--- src/uart_pkg.sv ---
//--------------------------------------------------------------------------
// shared types, register addresses and bit positions of the uart block
// imported by wildcard into every module that needs them
//--------------------------------------------------------------------------
package uart_pkg;

    // data types ------------------------------------------------------------
    typedef logic [7:0]  uart_byte_t;   // one serial data byte
    typedef logic [31:0] bus_data_t;    // register bus word

    // receive fifo entry, 9 bits
    typedef struct packed {
        logic       ferr;               // stop bit read as 0
        uart_byte_t data;               // received byte
    } rx_entry_t;

    // register map
    typedef enum logic [1:0] {
        ADDR_CTRL   = 2'd0,
        ADDR_STATUS = 2'd1,
        ADDR_DATA   = 2'd2
    } reg_addr_e;

    localparam int DIV_WIDTH = 16;      // bit-time divisor width

    // control register ------------------------------------------------------
    localparam int CTRL_EN_BIT     = 0;
    localparam int CTRL_CLR_TX_BIT = 1; // self clearing, not stored
    localparam int CTRL_CLR_RX_BIT = 2; // self clearing, also drops overrun
    localparam int CTRL_DIV_LSB    = 16; // divisor in 31:16

    // status register -------------------------------------------------------
    localparam int ST_TX_FREE    = 0;
    localparam int ST_TX_HALF    = 1;
    localparam int ST_RX_AVAIL   = 2;
    localparam int ST_RX_HALF    = 3;
    localparam int ST_TX_BUSY    = 4;
    localparam int ST_RX_OVERRUN = 5;

    // data register read layout, byte in 7:0
    localparam int DATA_FERR_BIT  = 8;
    localparam int DATA_VALID_BIT = 31;

endpackage

--- src/fifo_if.sv ---
//--------------------------------------------------------------------------
// fifo port bundle, one payload type per instance
// producer pushes, consumer pops, the fifo itself sits in between
//--------------------------------------------------------------------------
`timescale 1ns/10ps

interface fifo_if #(
    parameter type payload_t = logic [7:0]  // entry type
) ();
    payload_t wdata;    // push data
    logic     we;       // push strobe
    logic     free;     // room for one more
    logic     re;       // pop strobe
    payload_t rdata;    // head entry, valid with avail
    logic     avail;    // not empty

    modport producer (output wdata, we, input free);
    modport consumer (output re, input rdata, avail);
    modport fifo (input wdata, we, re, output free, rdata, avail);
endinterface

--- src/sync_fifo.sv ---
//--------------------------------------------------------------------------
// single-clock fifo, power-of-two depth, combinational read
// writes when full and reads when empty are ignored
//--------------------------------------------------------------------------
`timescale 1ns/10ps

module sync_fifo #(
    parameter int  DEPTH     = 4,           // power of two, at least 2
    parameter type payload_t = logic [7:0]  // stored entry
) (
    input  logic clk_i,
    input  logic rstn_i,
    input  logic clear_i,   // sync flush, high active
    output logic half_o,    // level at least DEPTH/2
    fifo_if.fifo f
);
    localparam int AW = $clog2(DEPTH);

    payload_t    mem [DEPTH];   // storage, no reset
    logic [AW:0] wptr;          // msb is the wrap bit
    logic [AW:0] rptr;
    logic [AW:0] level;
    logic        match;
    logic        full;
    logic        empty;
    logic        do_wr;
    logic        do_rd;

    // access guard ----------------------------------------------------------
    assign do_wr = f.we & ~full;    // drop push when full
    assign do_rd = f.re & ~empty;   // drop pop when empty

    // pointers
    always_ff @(posedge clk_i or negedge rstn_i) begin
        if (!rstn_i) begin
            wptr <= '0;
            rptr <= '0;
        end else if (clear_i) begin
            wptr <= '0;
            rptr <= '0;
        end else begin
            if (do_wr)
                wptr <= wptr + 1'b1;
            if (do_rd)
                rptr <= rptr + 1'b1;
        end
    end

    // flags -----------------------------------------------------------------
    assign match = (wptr[AW-1:0] == rptr[AW-1:0]);
    assign full  = match & (wptr[AW] != rptr[AW]);  // same slot, other lap
    assign empty = match & (wptr[AW] == rptr[AW]);
    assign level = wptr - rptr;
    assign half_o = level[AW-1] | full;              // top half of level

    assign f.free  = ~full;
    assign f.avail = ~empty;

    // storage
    always_ff @(posedge clk_i) begin
        if (do_wr)
            mem[wptr[AW-1:0]] <= f.wdata;
    end

    assign f.rdata = mem[rptr[AW-1:0]];  // head, only meaningful with avail

endmodule

--- src/uart_tx.sv ---
//--------------------------------------------------------------------------
// 8N1 transmitter, pops a byte from the tx fifo and shifts it out lsb first
// bit time is div_i clock cycles
//--------------------------------------------------------------------------
`timescale 1ns/10ps

module uart_tx
    import uart_pkg::*;
(
    input  logic                 clk_i,
    input  logic                 rstn_i,
    input  logic                 en_i,      // engine enable
    input  logic [DIV_WIDTH-1:0] div_i,     // cycles per bit
    output logic                 txd_o,     // serial out, idle high
    output logic                 busy_o,    // frame in flight
    fifo_if.consumer             q
);
    typedef enum logic {TX_IDLE, TX_SHIFT} tx_state_e;

    tx_state_e            state;
    logic [DIV_WIDTH-1:0] cnt;      // cycles within the current bit
    logic [DIV_WIDTH-1:0] div_last;
    logic [3:0]           bit_cnt;  // 0 start .. 9 stop
    logic [9:0]           shreg;    // {stop, data, start}
    logic                 tick;     // last cycle of a bit

    assign div_last = div_i - 1'b1;
    assign tick     = (cnt == div_last);

    // pop only from idle, next frame right after the stop bit
    assign q.re = en_i & (state == TX_IDLE) & q.avail;

    // frame FSM -------------------------------------------------------------
    always_ff @(posedge clk_i or negedge rstn_i) begin
        if (!rstn_i) begin
            state   <= TX_IDLE;
            cnt     <= '0;
            bit_cnt <= '0;
            shreg   <= '1;
        end else if (!en_i) begin
            state <= TX_IDLE;   // disabled, abort frame
            cnt   <= '0;
        end else begin
            case (state)
                TX_IDLE: begin
                    cnt     <= '0;
                    bit_cnt <= '0;
                    if (q.re) begin
                        shreg <= {1'b1, q.rdata, 1'b0};
                        state <= TX_SHIFT;
                    end
                end
                TX_SHIFT: begin
                    if (tick) begin
                        cnt     <= '0;
                        bit_cnt <= bit_cnt + 1'b1;
                        shreg   <= {1'b1, shreg[9:1]};  // next bit to lsb
                        if (bit_cnt == 4'd9)
                            state <= TX_IDLE;           // stop bit done
                    end else begin
                        cnt <= cnt + 1'b1;
                    end
                end
                default: state <= TX_IDLE;
            endcase
        end
    end

    assign txd_o  = (state == TX_SHIFT) ? shreg[0] : 1'b1;
    assign busy_o = (state == TX_SHIFT);

endmodule

--- src/uart_rx.sv ---
//--------------------------------------------------------------------------
// 8N1 receiver, samples mid-bit and pushes {ferr, byte} into the rx fifo
// a push that finds the fifo full is lost and sets a sticky overrun
//--------------------------------------------------------------------------
`timescale 1ns/10ps

module uart_rx
    import uart_pkg::*;
(
    input  logic                 clk_i,
    input  logic                 rstn_i,
    input  logic                 en_i,          // engine enable
    input  logic                 rxd_i,         // serial in, async
    input  logic [DIV_WIDTH-1:0] div_i,         // cycles per bit
    input  logic                 clear_rx_i,    // drops overrun
    output logic                 overrun_o,     // sticky
    fifo_if.producer             q
);
    typedef enum logic [1:0] {RX_IDLE, RX_START, RX_DATA, RX_STOP} rx_state_e;

    rx_state_e            state;
    logic [2:0]           rxd_q;        // two sync stages plus previous
    logic                 rxd_s;        // synchronized line
    logic                 fall;         // start edge
    logic [DIV_WIDTH-1:0] cnt;
    logic [DIV_WIDTH-1:0] div_last;
    logic [DIV_WIDTH-1:0] half_last;
    logic                 tick;         // sample point of data/stop bit
    logic [2:0]           bit_cnt;
    uart_byte_t           shreg;        // lsb arrives first
    rx_entry_t            entry;
    logic                 overrun;

    // synchronizer ----------------------------------------------------------
    always_ff @(posedge clk_i or negedge rstn_i) begin
        if (!rstn_i)
            rxd_q <= '1;    // line idles high
        else
            rxd_q <= {rxd_q[1:0], rxd_i};
    end

    assign rxd_s = rxd_q[1];
    assign fall  = rxd_q[2] & ~rxd_q[1];

    assign div_last  = div_i - 1'b1;
    assign half_last = (div_i >> 1) - 1'b1;   // mid start bit
    assign tick      = (cnt == div_last);

    // frame FSM -------------------------------------------------------------
    always_ff @(posedge clk_i or negedge rstn_i) begin
        if (!rstn_i) begin
            state   <= RX_IDLE;
            cnt     <= '0;
            bit_cnt <= '0;
        end else if (!en_i) begin
            state <= RX_IDLE;
            cnt   <= '0;
        end else begin
            case (state)
                RX_IDLE: begin
                    cnt     <= '0;
                    bit_cnt <= '0;
                    if (fall)
                        state <= RX_START;
                end
                RX_START: begin
                    if (cnt == half_last) begin
                        cnt   <= '0;
                        state <= rxd_s ? RX_IDLE : RX_DATA;  // high again means glitch
                    end else begin
                        cnt <= cnt + 1'b1;
                    end
                end
                RX_DATA: begin
                    if (tick) begin
                        cnt     <= '0;
                        bit_cnt <= bit_cnt + 1'b1;
                        if (bit_cnt == 3'd7)
                            state <= RX_STOP;
                    end else begin
                        cnt <= cnt + 1'b1;
                    end
                end
                RX_STOP: begin
                    if (tick) begin
                        cnt   <= '0;
                        state <= RX_IDLE;   // entry pushed this cycle
                    end else begin
                        cnt <= cnt + 1'b1;
                    end
                end
                default: state <= RX_IDLE;
            endcase
        end
    end

    // data shift, payload only
    always_ff @(posedge clk_i) begin
        if (state == RX_DATA && tick)
            shreg <= {rxd_s, shreg[7:1]};
    end

    // push at the stop-bit sample ---------------------------------------------
    assign entry.ferr = ~rxd_s;     // stop bit must be 1
    assign entry.data = shreg;
    assign q.wdata    = entry;
    assign q.we       = en_i & (state == RX_STOP) & tick;

    always_ff @(posedge clk_i or negedge rstn_i) begin
        if (!rstn_i)
            overrun <= 1'b0;
        else if (clear_rx_i)
            overrun <= 1'b0;
        else if (q.we && !q.free)
            overrun <= 1'b1;    // frame dropped
    end

    assign overrun_o = overrun;

endmodule

--- src/uart_regs.sv ---
//--------------------------------------------------------------------------
// register block, decodes bus strobes into control, fifo push/pop and clears
// read data comes back with ack one cycle after the strobe
//--------------------------------------------------------------------------
`timescale 1ns/10ps

module uart_regs
    import uart_pkg::*;
(
    input  logic                 clk_i,
    input  logic                 rstn_i,
    input  reg_addr_e            addr_i,
    input  logic                 we_i,      // write strobe
    input  logic                 re_i,      // read strobe
    input  bus_data_t            wdata_i,
    output bus_data_t            rdata_o,
    output logic                 ack_o,     // read done
    output logic                 en_o,
    output logic [DIV_WIDTH-1:0] div_o,
    output logic                 clr_tx_o,  // one-cycle flush
    output logic                 clr_rx_o,
    input  logic                 tx_half_i,
    input  logic                 rx_half_i,
    input  logic                 tx_busy_i,
    input  logic                 overrun_i,
    fifo_if.producer             txq,
    fifo_if.consumer             rxq
);
    logic                 en_q;
    logic [DIV_WIDTH-1:0] div_q;
    logic                 wr_ctrl;
    rx_entry_t            rx_head;
    bus_data_t            status_w;
    bus_data_t            rd_word;

    assign wr_ctrl = we_i & (addr_i == ADDR_CTRL);

    // control register ------------------------------------------------------
    always_ff @(posedge clk_i or negedge rstn_i) begin
        if (!rstn_i) begin
            en_q  <= 1'b0;
            div_q <= '0;
        end else if (wr_ctrl) begin
            en_q  <= wdata_i[CTRL_EN_BIT];
            div_q <= wdata_i[CTRL_DIV_LSB +: DIV_WIDTH];
        end
    end

    assign en_o     = en_q;
    assign div_o    = div_q;
    assign clr_tx_o = wr_ctrl & wdata_i[CTRL_CLR_TX_BIT];
    assign clr_rx_o = wr_ctrl & wdata_i[CTRL_CLR_RX_BIT];

    // fifo side, same-cycle push and pop
    assign txq.wdata = wdata_i[7:0];
    assign txq.we    = we_i & (addr_i == ADDR_DATA);
    assign rxq.re    = re_i & (addr_i == ADDR_DATA);
    assign rx_head   = rxq.rdata;

    // status word
    always_comb begin
        status_w                = '0;
        status_w[ST_TX_FREE]    = txq.free;
        status_w[ST_TX_HALF]    = tx_half_i;
        status_w[ST_RX_AVAIL]   = rxq.avail;
        status_w[ST_RX_HALF]    = rx_half_i;
        status_w[ST_TX_BUSY]    = tx_busy_i;
        status_w[ST_RX_OVERRUN] = overrun_i;
    end

    // read mux --------------------------------------------------------------
    always_comb begin
        rd_word = '0;
        case (addr_i)
            ADDR_CTRL: begin
                rd_word[CTRL_DIV_LSB +: DIV_WIDTH] = div_q;
                rd_word[CTRL_EN_BIT]               = en_q;
            end
            ADDR_STATUS: rd_word = status_w;
            ADDR_DATA: begin
                if (rxq.avail) begin    // empty reads as valid = 0
                    rd_word[7:0]           = rx_head.data;
                    rd_word[DATA_FERR_BIT]  = rx_head.ferr;
                    rd_word[DATA_VALID_BIT] = 1'b1;
                end
            end
            default: rd_word = '0;
        endcase
    end

    always_ff @(posedge clk_i or negedge rstn_i) begin
        if (!rstn_i)
            ack_o <= 1'b0;
        else
            ack_o <= re_i;
    end

    always_ff @(posedge clk_i) begin
        if (re_i)
            rdata_o <= rd_word;
    end

endmodule

--- src/uart_top.sv ---
//--------------------------------------------------------------------------
// uart peripheral top, register bus in, serial lines out
// tx path regs -> tx fifo -> uart_tx, rx path uart_rx -> rx fifo -> regs
//--------------------------------------------------------------------------
`timescale 1ns/10ps

module uart_top
    import uart_pkg::*;
#(
    parameter int TX_DEPTH = 4,     // power of two
    parameter int RX_DEPTH = 8
) (
    input  logic      clk_i,
    input  logic      rstn_i,
    input  reg_addr_e addr_i,
    input  logic      we_i,
    input  logic      re_i,
    input  bus_data_t wdata_i,
    output bus_data_t rdata_o,
    output logic      ack_o,
    input  logic      rxd_i,
    output logic      txd_o
);
    logic                 en;
    logic [DIV_WIDTH-1:0] div;
    logic                 clr_tx;
    logic                 clr_rx;
    logic                 tx_half;
    logic                 rx_half;
    logic                 tx_busy;
    logic                 overrun;

    fifo_if #(.payload_t(uart_byte_t)) tx_fifo_if ();
    fifo_if #(.payload_t(rx_entry_t))  rx_fifo_if ();

    uart_regs uart_regs_inst (
        .clk_i     (clk_i),
        .rstn_i    (rstn_i),
        .addr_i    (addr_i),
        .we_i      (we_i),
        .re_i      (re_i),
        .wdata_i   (wdata_i),
        .rdata_o   (rdata_o),
        .ack_o     (ack_o),
        .en_o      (en),
        .div_o     (div),
        .clr_tx_o  (clr_tx),
        .clr_rx_o  (clr_rx),
        .tx_half_i (tx_half),
        .rx_half_i (rx_half),
        .tx_busy_i (tx_busy),
        .overrun_i (overrun),
        .txq       (tx_fifo_if.producer),
        .rxq       (rx_fifo_if.consumer)
    );

    // transmit path ---------------------------------------------------------
    sync_fifo #(.DEPTH(TX_DEPTH), .payload_t(uart_byte_t)) tx_fifo_inst (
        .clk_i   (clk_i),
        .rstn_i  (rstn_i),
        .clear_i (clr_tx),
        .half_o  (tx_half),
        .f       (tx_fifo_if.fifo)
    );

    uart_tx uart_tx_inst (
        .clk_i  (clk_i),
        .rstn_i (rstn_i),
        .en_i   (en),
        .div_i  (div),
        .txd_o  (txd_o),
        .busy_o (tx_busy),
        .q      (tx_fifo_if.consumer)
    );

    // receive path ----------------------------------------------------------
    uart_rx uart_rx_inst (
        .clk_i      (clk_i),
        .rstn_i     (rstn_i),
        .en_i       (en),
        .rxd_i      (rxd_i),
        .div_i      (div),
        .clear_rx_i (clr_rx),
        .overrun_o  (overrun),
        .q          (rx_fifo_if.producer)
    );

    sync_fifo #(.DEPTH(RX_DEPTH), .payload_t(rx_entry_t)) rx_fifo_inst (
        .clk_i   (clk_i),
        .rstn_i  (rstn_i),
        .clear_i (clr_rx),
        .half_o  (rx_half),
        .f       (rx_fifo_if.fifo)
    );

endmodule

--- config.mk ---
export PLATFORM = sky130hd
export DESIGN_NAME = uart_top
export DESIGN_NICKNAME = d
export VERILOG_FILES = /design/src/uart_pkg.sv /design/src/fifo_if.sv /design/src/sync_fifo.sv /design/src/uart_tx.sv /design/src/uart_rx.sv /design/src/uart_regs.sv /design/src/uart_top.sv
export SDC_FILE = /design/constraint.sdc
export NUM_CORES = 1
export LEC_CHECK = 0
export BUFFER_PORTS_ARGS = -buffer_cell sky130_fd_sc_hd__buf_2
export CAP_MARGIN = 20
export CORE_AREA = 4 4 164 166
export CTS_BUF_LIST = sky130_fd_sc_hd__clkbuf_8
export CTS_CLUSTER_DIAMETER = 120
export DETAILED_ROUTE_END_ITERATION = 7
export DIE_AREA = 0 0 168 170
export HOLD_SLACK_MARGIN = 0.03
export PLACE_DENSITY_LB_ADDON = 0.15
export RECOVER_POWER = 25
export SLEW_MARGIN = 25
export SYNTH_ARGS = -nofsm -noshare
export SYNTH_HDL_FRONTEND = slang
export SYNTH_SLANG_ARGS = --single-unit
--- constraint.sdc ---
create_clock -name clk_i -period 6.9 [get_ports clk_i]
set_input_delay 1.38 -clock clk_i [delete_from_list [all_inputs] [get_ports clk_i]]
set_output_delay 1.38 -clock clk_i [all_outputs]
set_load 0.02 [all_outputs]
; Word-level counts from Yosys, hierarchy flattened
; Memory sizes are Yosys's and may differ from the RTL's.
; Index checks and enable logic that the tools add are counted.
; Widths: inputs -> output; s select.
[classes]
add_sub_neg = 12
bitwise_logic = 26
reduce_logical = 15
n_mux = 47
n_eq_ne = 24
[op_table]
columns = op, n
row1 = $mux 16, 5
row2 = $eq 16x16->1, 3
row3 = $pmux 16 s3, 1
row4 = $add 16x1->16 const B, 2
row5 = $pmux 16 s2, 1
row6 = $mux 10, 2
row7 = $mux 4, 5
row8 = $pmux 10 s2, 1
row9 = $and 1x1->1, 18
row10 = $pmux 8 s2, 1
row11 = $sub 15x1->16 const B, 1
row12 = $sub 16x1->16 const B, 1
row13 = $mux 3, 5
row14 = $ne 3x2->1 const B, 5
row15 = $mux 2, 7
row16 = $add 4x1->4 const B, 3
row17 = $mux 1, 12
row18 = $reduce_bool 2->1, 6
row19 = $add 3x1->3 const B, 3
row20 = $mux 9, 1
row21 = $pmux 2 s4, 1
row22 = $pmux 4 s2, 1
row23 = $eq 2x2->1 const B, 3
row24 = $not 1->1, 6
row25 = 21 further kinds, 30
[totals]
output_inout_bits = 34
mem_count = 2
register_bits = 121
mem_bits_rw = 104
in_bits = 39
[mem_list]
columns = memory, words, width, rd, rd_clocked_by_memory_dff, write_ports, line_no
row1 = rx_fifo_inst.mem, 8, 9, 1, 0, 1, sync_fifo.sv:19  ; payload_t mem [DEPTH];
row2 = tx_fifo_inst.mem, 4, 8, 1, 0, 1, sync_fifo.sv:19

; Longest topological paths before layout
; Gate-level depths: netlist of run 1.
[logic_depth]
ltp_word = 7
depth_mapped = 14

; Cells and area by module
; Synthesis of run 1 repeated with hierarchy kept, for this count alone.
[unflattened]
cells_unflattened = 966
area_unflattened_um2 = 11887.7
[by_module_without_submodules]
columns = mod, cells_per_inst, seq_area_each_um2, area_per_inst_um2, n_inst
row1 = sync_fifo (rx_fifo_inst), 202, 2362.3, 3474.6, 1
row2 = uart_rx, 304, 869.6, 2672.6, 1
row3 = uart_tx, 231, 762.0, 2164.6, 1
row4 = uart_regs, 126, 1201.2, 1896.8, 1
row5 = sync_fifo (tx_fifo_inst), 103, 1111.1, 1679.1, 1

; Least setup slack after synthesis of run 1
; OpenSTA, ideal clock, no wires.
[synth_timing]
path_kind = register to register
from = register uart_regs_inst.div_q[0], in the netlist uart_regs_inst.div_o[0]
to = memory rx_fifo_inst.mem[0][0] (netlist name) (enable)
required_ns = 6.501
path_stages_with_launch = 13
slack_ns = 2.056
arrival_ns = 4.445
cell_sequence = dfrtp_1 > clkbuf_1 > inv_1 > ha_1 > or3b_1 > buf_2 > or4_1 > xnor2_1 > or4b_1 > a2111o_1 > or3_1 > buf_2 > nor4_1
[synth_between]
elab_chain_len = 6
[synth_lines]
columns = item, line_no
row1 = start: declaration, uart_regs.sv:30  ; logic [DIV_WIDTH-1:0] div_q;
row2 = start signal: assignment, uart_regs.sv:45  ; div_q <= wdata_i[CTRL_DIV_LSB +: DIV_WIDTH];
row3 = $sub 16x1->16, uart_rx.sv:45  ; assign div_last = div_i - 1'b1;
row4 = $eq 16x16->1, uart_rx.sv:47  ; assign tick = (cnt == div_last);
row5 = $and 1x1->1, uart_rx.sv:107  ; assign q.we = en_i & (state == RX_STOP) & tick;
row6 = $and 1x1->1, sync_fifo.sv:30  ; assign do_wr = f.we & ~full;
row7 = $mux 1, sync_fifo.sv:61  ; if (do_wr)
row8 = $mux 1 (not written as such), sync_fifo.sv:62  ; mem[wptr[AW-1:0]] <= f.wdata;
row9 = end: declaration, sync_fifo.sv:19
; Every way passes these cells.

; Worst setup path after layout of run 1
[layout_timing]
from = register uart_regs_inst.div_q[0], in the netlist uart_regs_inst.div_o[0]
to = memory rx_fifo_inst.mem[7][7] (netlist name) (enable)
; Same word-level chain as after synthesis.

==> flow_summary.json, run 1 <==
{
  "status": "finished with violations",
  "violations": "capacitance limit, slew limit",
  "gr-usage-met2": 0.274,
  "vdd_drop_max_uv": 141,
  "grt_max_degree": 52,
  "worstSetupEndpointType": "flop",
  "required_ns": 7.07,
  "timing.final.hold_violations": 0,
  "syn_area_per_cell_um2": 12.2,
  "track_usage": 0.179,
  "synth_cell_type_count": 72,
  "hp-class": "reg2reg",
  "rows": 59,
  "drt_wl_total_um": 25600,
  "setup_ws_ns": 1.85,
  "grtUsageMet3": 0.0316,
  "layout_common_cells": "edfxtp_1 (137), dfrtp_1 (75), nor2_1 (62)",
  "finalSetupTns_ns": 0,
  "drtPass1Iterations": 5,
  "netlist_instances": 925,
  "grt_pass1_wl_um": 41200,
  "fin_area_um2": 12700,
  "clock.fmax_mhz": 198,
  "yosys.area.top_type_share": 0.363,
  "ys_warn_count": 0,
  "yosys-top-cells-area": "edfxtp_1 (36%), dfrtp_1 (17%), mux4_2 (5.2%)",
  "layout_commonest_cell": "edfxtp_1",
  "synth-seq-cells": 224,
  "place_area_um2": 11900,
  "via_per_inst": 5.53,
  "cts.sinks": 224,
  "remaining_drc_errors": 0,
  "ys_seq_area_frac": 0.557,
  "crit_arrival_ns": 5.22,
  "gp_congestion": 0.855,
  "layout-drive-gt1-share": 0.201,
  "drt_iter0_drc": 658,
  "diodes": 0,
  "setup.worst_path.start_class": "flop",
  "worst_pin_slew_ns": 2.22,
  "path_max_fanout": 9,
  "cts_root_buf": "clkbuf_8",
  "final_nets": 1037,
  "grtUsageMet1": 0.268,
  "clk_path_buf_depth": 3,
  "setup_viol": 0,
  "dp_hpwl_um": 17200,
  "cts_tree": "built",
  "ant_nets": 0,
  "grt-ovfl-total": 0,
  "ctsHoldBuffers": 0,
  "holdWs_ns": 0.361,
  "syn_area_um2": 11300,
  "pin_count": 73,
  "leakage_nw": 4.72,
  "via_count": 7400,
  "cts_max_level": 2,
  "crit_type": "reg2reg",
  "post_cts_buffers": 0,
  "cts_made_buffers": 40,
  "clock_latency_ns": 0.55,
  "drv_cap": 1,
  "fin_crit_sh": 0.732,
  "place_ws_ns": 1.83,
  "total_power_mw": 3.64,
  "async_flop_share": 0.388,
  "io_buffers": 57,
  "clk_pin_slew_worst_paths_ns": 0.06,
  "power_density_nw_per_um2": 286,
  "die_area_um2": 28600,
  "avgRoutedWirePerCell_um": 19.1,
  "start_util": 0.442,
  "cts_resized": 0,
  "coreArea_um2": 25600,
  "grt_antenna_before_repair": 0,
  "die_y_um": 170,
  "synth_largest_area_cell": "edfxtp_1",
  "busiest_layer": "met2",
  "synth_edf_count": 137,
  "synth_flop_cell": "edfxtp_1",
  "period_needed_ns": 5.05,
  "rsz0062_at_grt": "false",
  "skew_ns": 0.0330,
  "relSlewSlack": -0.477,
  "syn_to_final_growth_pct": 12.1,
  "drv_slew": 38,
  "die_w_um": 168,
  "grt_pass1_vias": 7359
}
[area by class of cell]
type	instances	area (um^2)
inverters	35	131
flip-flops and latches	224	6310
well taps	335	419
multi-input cells	605	4680
fillers	2291	12900
clock inverters	23	138
repair buffers	70	372
clock buffers	47	647
[state kept, by name, summed over array words and instances, names as in the netlist]
register                count
rx_fifo_inst.mem           72
tx_fifo_inst.mem           32
uart_regs_inst.rdata_o     25
uart_regs_inst.div_o       16
uart_rx_inst.cnt           16
uart_tx_inst.cnt           16
uart_tx_inst.shreg          9
uart_rx_inst.shreg          8
rx_fifo_inst.rptr           4
rx_fifo_inst.wptr           4
uart_tx_inst.bit_cnt        4
tx_fifo_inst.rptr           3
tx_fifo_inst.wptr           3
uart_rx_inst.bit_cnt        3
uart_rx_inst.rxd_q          3
uart_rx_inst.state          2
uart_regs_inst.ack_o        1
uart_regs_inst.en_o         1
uart_rx_inst.overrun_o      1
uart_tx_inst.busy_o         1
[cell families after synthesis]
logic type	share of synthesized area
multiplexers	0.0858
flip-flops	0.557
buffers and inverters	0.0368
XOR/XNOR	0.0749
adder cells (fa/ha/maj)	0.0243
AO/OA/AOI/OAI	0.0680
other	0.000331
AND/OR/NAND/NOR	0.153
[metrics by stage]
stage / std cells / utilization
3_5_place_dp: 1269 / 0.465
4_1_cts: 1339 / 0.496
6_report: 1339 / 0.495
2_1_floorplan: 931 / -
3_3_place_gp: 1269 / 0.465
5_1_grt: 1339 / 0.495
[per-layer routing]
layer	part of all wire	wire [um]	vias to the layer above
li1	-	-	3514
met4	0.018	463	0
met5	0	0	-
met1	0.48	12200	3649
met3	0.052	1340	38
met2	0.45	11600	199
[synth_stat cells (6+ instances only)]
cell and count:
edfxtp_1 137, dfrtp_1 75, nor2_1 63, nand2_1 54, xor2_1 47, clkbuf_1 46, xnor2_1 42, nand3_1 36
inv_1 35, mux4_2 26, and2_1 25, ha_1 22, nor4_1 21, mux2_2 20, or2_2 19, o32ai_1 17
mux2i_1 16, or4_1 16, nand4_1 14, and3_1 13, nor3_1 13, dfstp_2 12, o21ai_0 12, nor2b_1 11
a21oi_1 8, buf_1 8, nor3b_1 8, buf_4 7, buf_2 6, nand2b_1 6, o2111ai_1 6, o211ai_1 6
or3_1 6
[report_power, final]
part / internal (mW) / leakage [nW] / switching, mW / total, mW
combinational: 0.342 / 1.87 / 0.393 / 0.735
clock: 0.661 / 0.467 / 0.545 / 1.21
sequential: 1.54 / 2.39 / 0.158 / 1.69
[critical path: stages, from the launching register on]
cell,delay (ns)
dfrtp_1,0.49
inv_1,0.13
ha_1,0.27
or3b_1,0.51
or4_1,0.66
xnor2_1,0.19
or4b_1,0.54
a2111o_1,0.57
or3_1,0.58
nor2_1,0.74
[worst paths after layout]
path	slack, ns	from	to	cells after the start
min reg2reg	0.36	uart_rx_inst.rxd_q[0]$_DFF_PN1_	uart_rx_inst.rxd_q[1]$_DFF_PN1_	0
max in group asynchronous	3.76	rstn_i	uart_rx_inst.bit_cnt[2]$_DFFE_PN0P_	2
max	1.85	uart_regs_inst.div_o[0]$_DFFE_PN0P_	rx_fifo_inst.mem[7][7]$_DFFE_PP_	9
min in group asynchronous	1.48	rstn_i	uart_tx_inst.cnt[10]$_DFF_PN0_	1
max reg2reg	1.85	uart_regs_inst.div_o[0]$_DFFE_PN0P_	rx_fifo_inst.mem[7][7]$_DFFE_PP_	9
min	0.36	uart_rx_inst.rxd_q[0]$_DFF_PN1_	uart_rx_inst.rxd_q[1]$_DFF_PN1_	0
Power figures use the tool's default switching activity.
==> inputs of run 2 (changes only) <==
ABC_AREA = 1   (was default)
CORE_AREA = 4 4 162 164   (was 4 4 164 166)
DIE_AREA = 0 0 166 168   (was 0 0 168 170)
clock period = 4.7 ns   (was 6.9 ns; I/O delays follow)
==> flow_summary.json, run 2 <==
{
  "setup_ws_ns": 1.39,
  "synth_largest_area_cell": "edfxtp_1",
  "skew_ns": 0.0351,
  "ys_seq_area_frac": 0.570,
  "synth_fa_ha_area_frac": 0.0249,
  "start_util": 0.444,
  "grt_max_degree": 59,
  "cts_max_level": 2,
  "track_usage": 0.185,
  "drv_cap": 1,
  "grt-ovfl-total": 0,
  "layout_common_cells": "nand2_1 (286), nor2_1 (137), edfxtp_1 (137)",
  "drt_iter0_drc": 499,
  "gp_congestion": 0.872,
  "layout-drive-gt1-share": 0.119,
  "clk_pin_slew_worst_paths_ns": 0.06,
  "clock_latency_ns": 0.57,
  "synth_compound_area_frac": 0.0826,
  "syn_area_per_cell_um2": 9.35,
  "synth_mux_area_frac": 0,
  "die_area_um2": 27900,
  "diodes": 0,
  "fin_crit_sh": 0.705,
  "dp_hpwl_um": 17500,
  "synth_edf_count": 137,
  "grt_pass1_wl_um": 41900,
  "synthSimpleGateAreaFrac": 0.217,
  "period_needed_ns": 3.31,
  "via_count": 8148,
  "final_nets": 1323,
  "clk_path_buf_depth": 3,
  "worstSetupEndpointType": "asynchronous set/reset pin",
  "required_ns": 4.61,
  "status": "finished with violations",
  "violations": "capacitance limit, slew limit",
  "setup.worst_path.start_class": "input pin",
  "synth_common_cells": "nand2_1 (286), edfxtp_1 (137), nor2_1 (137)",
  "largest_register_ffs": 72,
  "worst-path-stages": 1,
  "yosys-top-cells-area": "edfxtp_1 (37%), dfrtp_1 (17%), nand2_1 (9.7%)",
  "via_per_inst": 5.02,
  "hold_end": "uart_rx_inst.rxd_q[1]$_DFF_PN1_",
  "leakage_nw": 5.28,
  "avgRoutedWirePerCell_um": 15.6,
  "place_ws_ns": 1.46,
  "fin_util": 0.500,
  "netlist_instances": 1183,
  "relSlewSlack": -1.16,
  "syn_area_um2": 11100,
  "synth_cell_type_count": 44,
  "worst_pin_slew_ns": 3.23,
  "synth_top_family_by_area": "simple AND/OR/NAND/NOR gates",
  "min_path_cells": 0,
  "cp_top_family": "buffers and inverters",
  "timing.final.hold_violations": 0,
  "post_cts_buffers": 0,
  "cts_root_buf": "clkbuf_8",
  "synth-seq-cells": 224,
  "holdWs_ns": 0.361,
  "cts_tree": "built",
  "ys_warn_count": 0,
  "die_w_um": 166,
  "vdd_drop_max_uv": 273,
  "r2r-end": "rx_fifo_inst.mem[6][0]$_DFFE_PP_",
  "cts.sinks": 224,
  "grt_antenna_before_repair": 0,
  "cp_slowest_cell": "clkbuf_1",
  "rsz0062_at_grt": "false",
  "cts_resized": 0,
  "rows": 58,
  "crit_type": "in2async",
  "cts_made_buffers": 40,
  "post-synth-top-count-cell": "nand2_1",
  "ant_nets": 0,
  "layout_commonest_cell": "nand2_1",
  "synth_flop_cell": "edfxtp_1",
  "grt_pass1_vias": 8146,
  "slowest_delay_ns": 2.23,
  "pin_count": 73,
  "coreArea_um2": 24900,
  "crit_arrival_ns": 3.23,
  "drtPass1Iterations": 7,
  "drv_slew": 59,
  "die_y_um": 168,
  "crit_chain": "clkbuf_1",
  "yosys.area.top_type_share": 0.372,
  "remaining_drc_errors": 0,
  "io_buffers": 57,
  "clock.fmax_mhz": 302,
  "rr_worst_depth": 10,
  "syn_to_final_growth_pct": 12.6,
  "synth-xor-area-share": 0.0452,
  "ctsHoldBuffers": 0,
  "total_power_mw": 5.74,
  "worstReg2RegStart": "uart_regs_inst.div_o[0]$_DFFE_PN0P_",
  "rrSetupSlack_ns": 1.48,
  "drt_wl_total_um": 25400,
  "worst-path-buf-inv": 1,
  "setup_viol": 0,
  "path_max_fanout": 58,
  "hp-class": "reg2reg",
  "power_density_nw_per_um2": 461,
  "async_flop_share": 0.388,
  "min-delay-start": "uart_rx_inst.rxd_q[0]$_DFF_PN1_",
  "finalSetupTns_ns": 0
}
-- run 2: changes by cell type in the layout (fill, tap and decap cells not counted), moves of 34 or more --
cell | previous run | this run
nor2_1 | 62 | 137
nand2_1 | 54 | 286
inv_1 | 53 | 131
a21oi_1 | 8 | 42
o21ai_0 | 12 | 76
nand3_1 | 36 | 78
-- run 2: worst max path at each step --
stage | start | to | slack (ns)
after global routing | rstn_i | uart_tx_inst.busy_o$_DFF_PN0_ | 0.66
after floorplan | uart_regs_inst.div_o[1]$_DFFE_PN0P_ | rx_fifo_inst.mem[0][0]$_DFFE_PP_ | 1.77
after global placement | uart_regs_inst.div_o[0]$_DFFE_PN0P_ | rx_fifo_inst.mem[1][7]$_DFFE_PP_ | 1.49
final | rstn_i | uart_tx_inst.busy_o$_DFF_PN0_ | 1.39
after detailed placement | uart_regs_inst.div_o[0]$_DFFE_PN0P_ | rx_fifo_inst.mem[1][7]$_DFFE_PP_ | 1.46
after CTS | uart_tx_inst.busy_o$_DFF_PN0_ | txd_o | 1.30
-- run 2: cells by family after synthesis --
family	after synthesis
compound gates	157
flops	224
fa+ha+maj	22
simple gates	562
xor+xnor	57
buf+inv	160
other cells	1
-- run 2: where the power goes --
group | switching, mW | internal, mW
combinational | 0.977 | 0.514
clock | 0.823 | 0.943
sequential | 0.202 | 2.28
total | 2.00 | 3.74
-- run 2: area by class of cell --
class | count | area, um^2
fillers | 2405 | 12400
flip-flops and latches | 224 | 6310
multi-input cells | 805 | 4110
clock buffers | 41 | 564
inverters | 118 | 443
well taps | 330 | 413
repair buffers | 73 | 394
clock inverters | 33 | 221
-- run 2: per-layer routing --
metal | routed length, um | part of all wire | GRT usage | vias to the layer above
li1 | - | - | - | 4095
met5 | 0 | 0 | 0 | -
met2 | 12300 | 0.49 | 0.321 | 161
met1 | 11200 | 0.44 | 0.235 | 3841
met3 | 1080 | 0.042 | 0.0336 | 51
met4 | 773 | 0.030 | 0.0631 | 0
-- run 2: stage by stage --
stage                     area (um^2)  instances
final                           12500       1624
after global routing            12500       1624
after CTS                       12500       1624
after detailed placement        11700       1550
after global placement          11700       1550
after floorplan                 11100       1189
==> inputs of run 3 (changes only) <==
clock period = 3.11 ns   (was 4.7 ns; I/O delays follow)
==> flow_summary.json, run 3 (same netlist as run 2, synthesis figures left out) <==
{
  "r2r-end": "rx_fifo_inst.mem[4][6]$_DFFE_PP_",
  "diodes": 0,
  "setup_viol": 0,
  "hp-class": "in2reg",
  "crit_arrival_ns": 3.10,
  "layout_commonest_cell": "nand2_1",
  "cts_made_buffers": 40,
  "cts_tree": "built",
  "timing.final.hold_violations": 0,
  "final_nets": 1339,
  "rrSetupSlack_ns": 0.25,
  "path_max_fanout": 8,
  "drt_wl_total_um": 25700,
  "setup_ws_ns": 0.249,
  "cts_max_level": 2,
  "status": "finished with violations",
  "min-delay-start": "rxd_i",
  "grt_pass1_wl_um": 42300,
  "clock.fmax_mhz": 350,
  "clock_latency_ns": 0.54,
  "rr_worst_depth": 16,
  "leakage_nw": 5.34,
  "layout_common_cells": "nand2_1 (286), nor2_1 (137), edfxtp_1 (137)",
  "clk_path_buf_depth": 3,
  "via_per_inst": 5.04,
  "p_sw_mw": 3.02,
  "seqPwrFrac": 0.421,
  "worstSetupEndpointType": "flop",
  "grt_antenna_before_repair": 0,
  "grt_pass1_vias": 8282,
  "setup.worst_path.start_class": "flop",
  "ant_nets": 0,
  "intPower_mw": 5.69,
  "io_buffers": 57,
  "post_cts_buffers": 0,
  "place_ws_ns": 0.205,
  "die_w_um": 166,
  "gp_congestion": 0.935,
  "vdd_drop_max_uv": 513,
  "clk_pin_slew_worst_paths_ns": 0.06,
  "p_comb_frac": 0.280,
  "rows": 58,
  "relSlewSlack": -0.642,
  "track_usage": 0.185,
  "layout-drive-gt1-share": 0.132,
  "required_ns": 3.35,
  "nFillCells": 2348,
  "remaining_drc_errors": 0,
  "finalSetupTns_ns": 0,
  "die_y_um": 168,
  "min_path_cells": 1,
  "period_needed_ns": 2.86,
  "drt_iter0_drc": 550,
  "largest_register_ffs": 72,
  "start_util": 0.444,
  "cts_resized": 0,
  "rsz0062_at_grt": "false",
  "worstReg2RegStart": "uart_regs_inst.div_o[1]$_DFFE_PN0P_",
  "clkPwrFrac": 0.298,
  "via_count": 8272,
  "avgRoutedWirePerCell_um": 15.7,
  "dp_hpwl_um": 18100,
  "p_sw_frac": 0.347,
  "grt-ovfl-total": 0,
  "cts.sinks": 224,
  "coreArea_um2": 24900,
  "violations": "capacitance limit, slew limit",
  "cts_root_buf": "clkbuf_8",
  "crit_type": "reg2reg",
  "drv_slew": 41,
  "skew_ns": 0.0323,
  "drv_cap": 1,
  "grt_max_degree": 48,
  "pin_count": 73,
  "die_area_um2": 27900,
  "critPathLaunch": "uart_regs_inst.div_o[1]$_DFFE_PN0P_",
  "power_density_nw_per_um2": 692,
  "drtPass1Iterations": 5,
  "fin_crit_sh": 0.920,
  "ctsHoldBuffers": 0,
  "syn_to_final_growth_pct": 13.8,
  "hold_end": "uart_rx_inst.rxd_q[0]$_DFF_PN1_",
  "worst_pin_slew_ns": 2.46
}
==> run 3: cell count changes in the layout (fill, tap and decap cells not counted), sizes merged <==
cell	previous run	this run
clkinv	15	11
clkbuf	50	54
buf	64	79
bufinv	2	1
clkinvlp	0	3
inv	134	133
==> run 3: through the flow <==
step / utilization / area (um^2) / hold slack, ns / power [mW] / std cells
after global placement: 0.475 / 11800 / 0.348 / 6.13 / 1565
after floorplan: - / 11100 / 0.326 / 5.45 / 1189
final: 0.506 / 12600 / 0.184 / 8.71 / 1640
after detailed placement: 0.475 / 11800 / 0.348 / 6.16 / 1565
after global routing: 0.506 / 12600 / 0.145 / 9.33 / 1640
after CTS: 0.506 / 12600 / 0.0818 / 8.81 / 1639
==> run 3: worst max path at each step <==
stage	end	slack [ns]
floorplan	rx_fifo_inst.mem[0][0]$_DFFE_PP_	0.18
CTS	rx_fifo_inst.mem[4][6]$_DFFE_PP_	0.16
global placement	rx_fifo_inst.mem[5][7]$_DFFE_PP_	0.25
global route	rx_fifo_inst.mem[5][6]$_DFFE_PP_	0.03
detailed placement	rx_fifo_inst.mem[4][7]$_DFFE_PP_	0.20
finish	rx_fifo_inst.mem[4][6]$_DFFE_PP_	0.25
==> run 3: power by group through the flow <==
stage	Combinational, mW	Clock (mW)	Sequential [mW]
2_1_floorplan	1.74	0	3.71
3_3_place_gp	2.40	0	3.72
3_5_place_dp	2.43	0	3.73
4_1_cts	2.45	2.69	3.67
5_1_grt	2.77	2.85	3.71
6_report	2.44	2.60	3.67
==> run 3: cell type report <==
cell class	instances	area (um^2)	share of cell area
Sequential cell	224	6310	0.501
Multi-Input combinational cell	805	4120	0.327
Clock buffer	44	606	0.0481
Timing Repair Buffer	89	536	0.0425
Inverter	118	443	0.0352
Tap cell	330	413	0.0328
Clock inverter	30	166	0.0132
==> run 3: layer usage <==
| metal | GRT usage | up-vias | share of wire |
|---|---|---|---|
| met4 | 0.0635 | 0 | 0.030 |
| li1 | - | 4127 | - |
| met2 | 0.313 | 188 | 0.48 |
| met5 | 0 | - | 0 |
| met1 | 0.244 | 3894 | 0.44 |
| met3 | 0.0324 | 63 | 0.046 |
==> run 3: worst max-delay path, stage by stage (launching register included) <==
cell,delay [ns]
dfrtp_1,0.44
inv_2,0.12
ha_2,0.22
inv_1,0.07
nor2_2,0.12
nand2_1,0.08
inv_1,0.12
nand2_1,0.10
nand3_1,0.09
nand2_1,0.07
inv_1,0.08
nand4_1,0.08
nor3_1,0.24
nand4_1,0.13
buf_4,0.18
nor3_2,0.19
buf_4,0.22
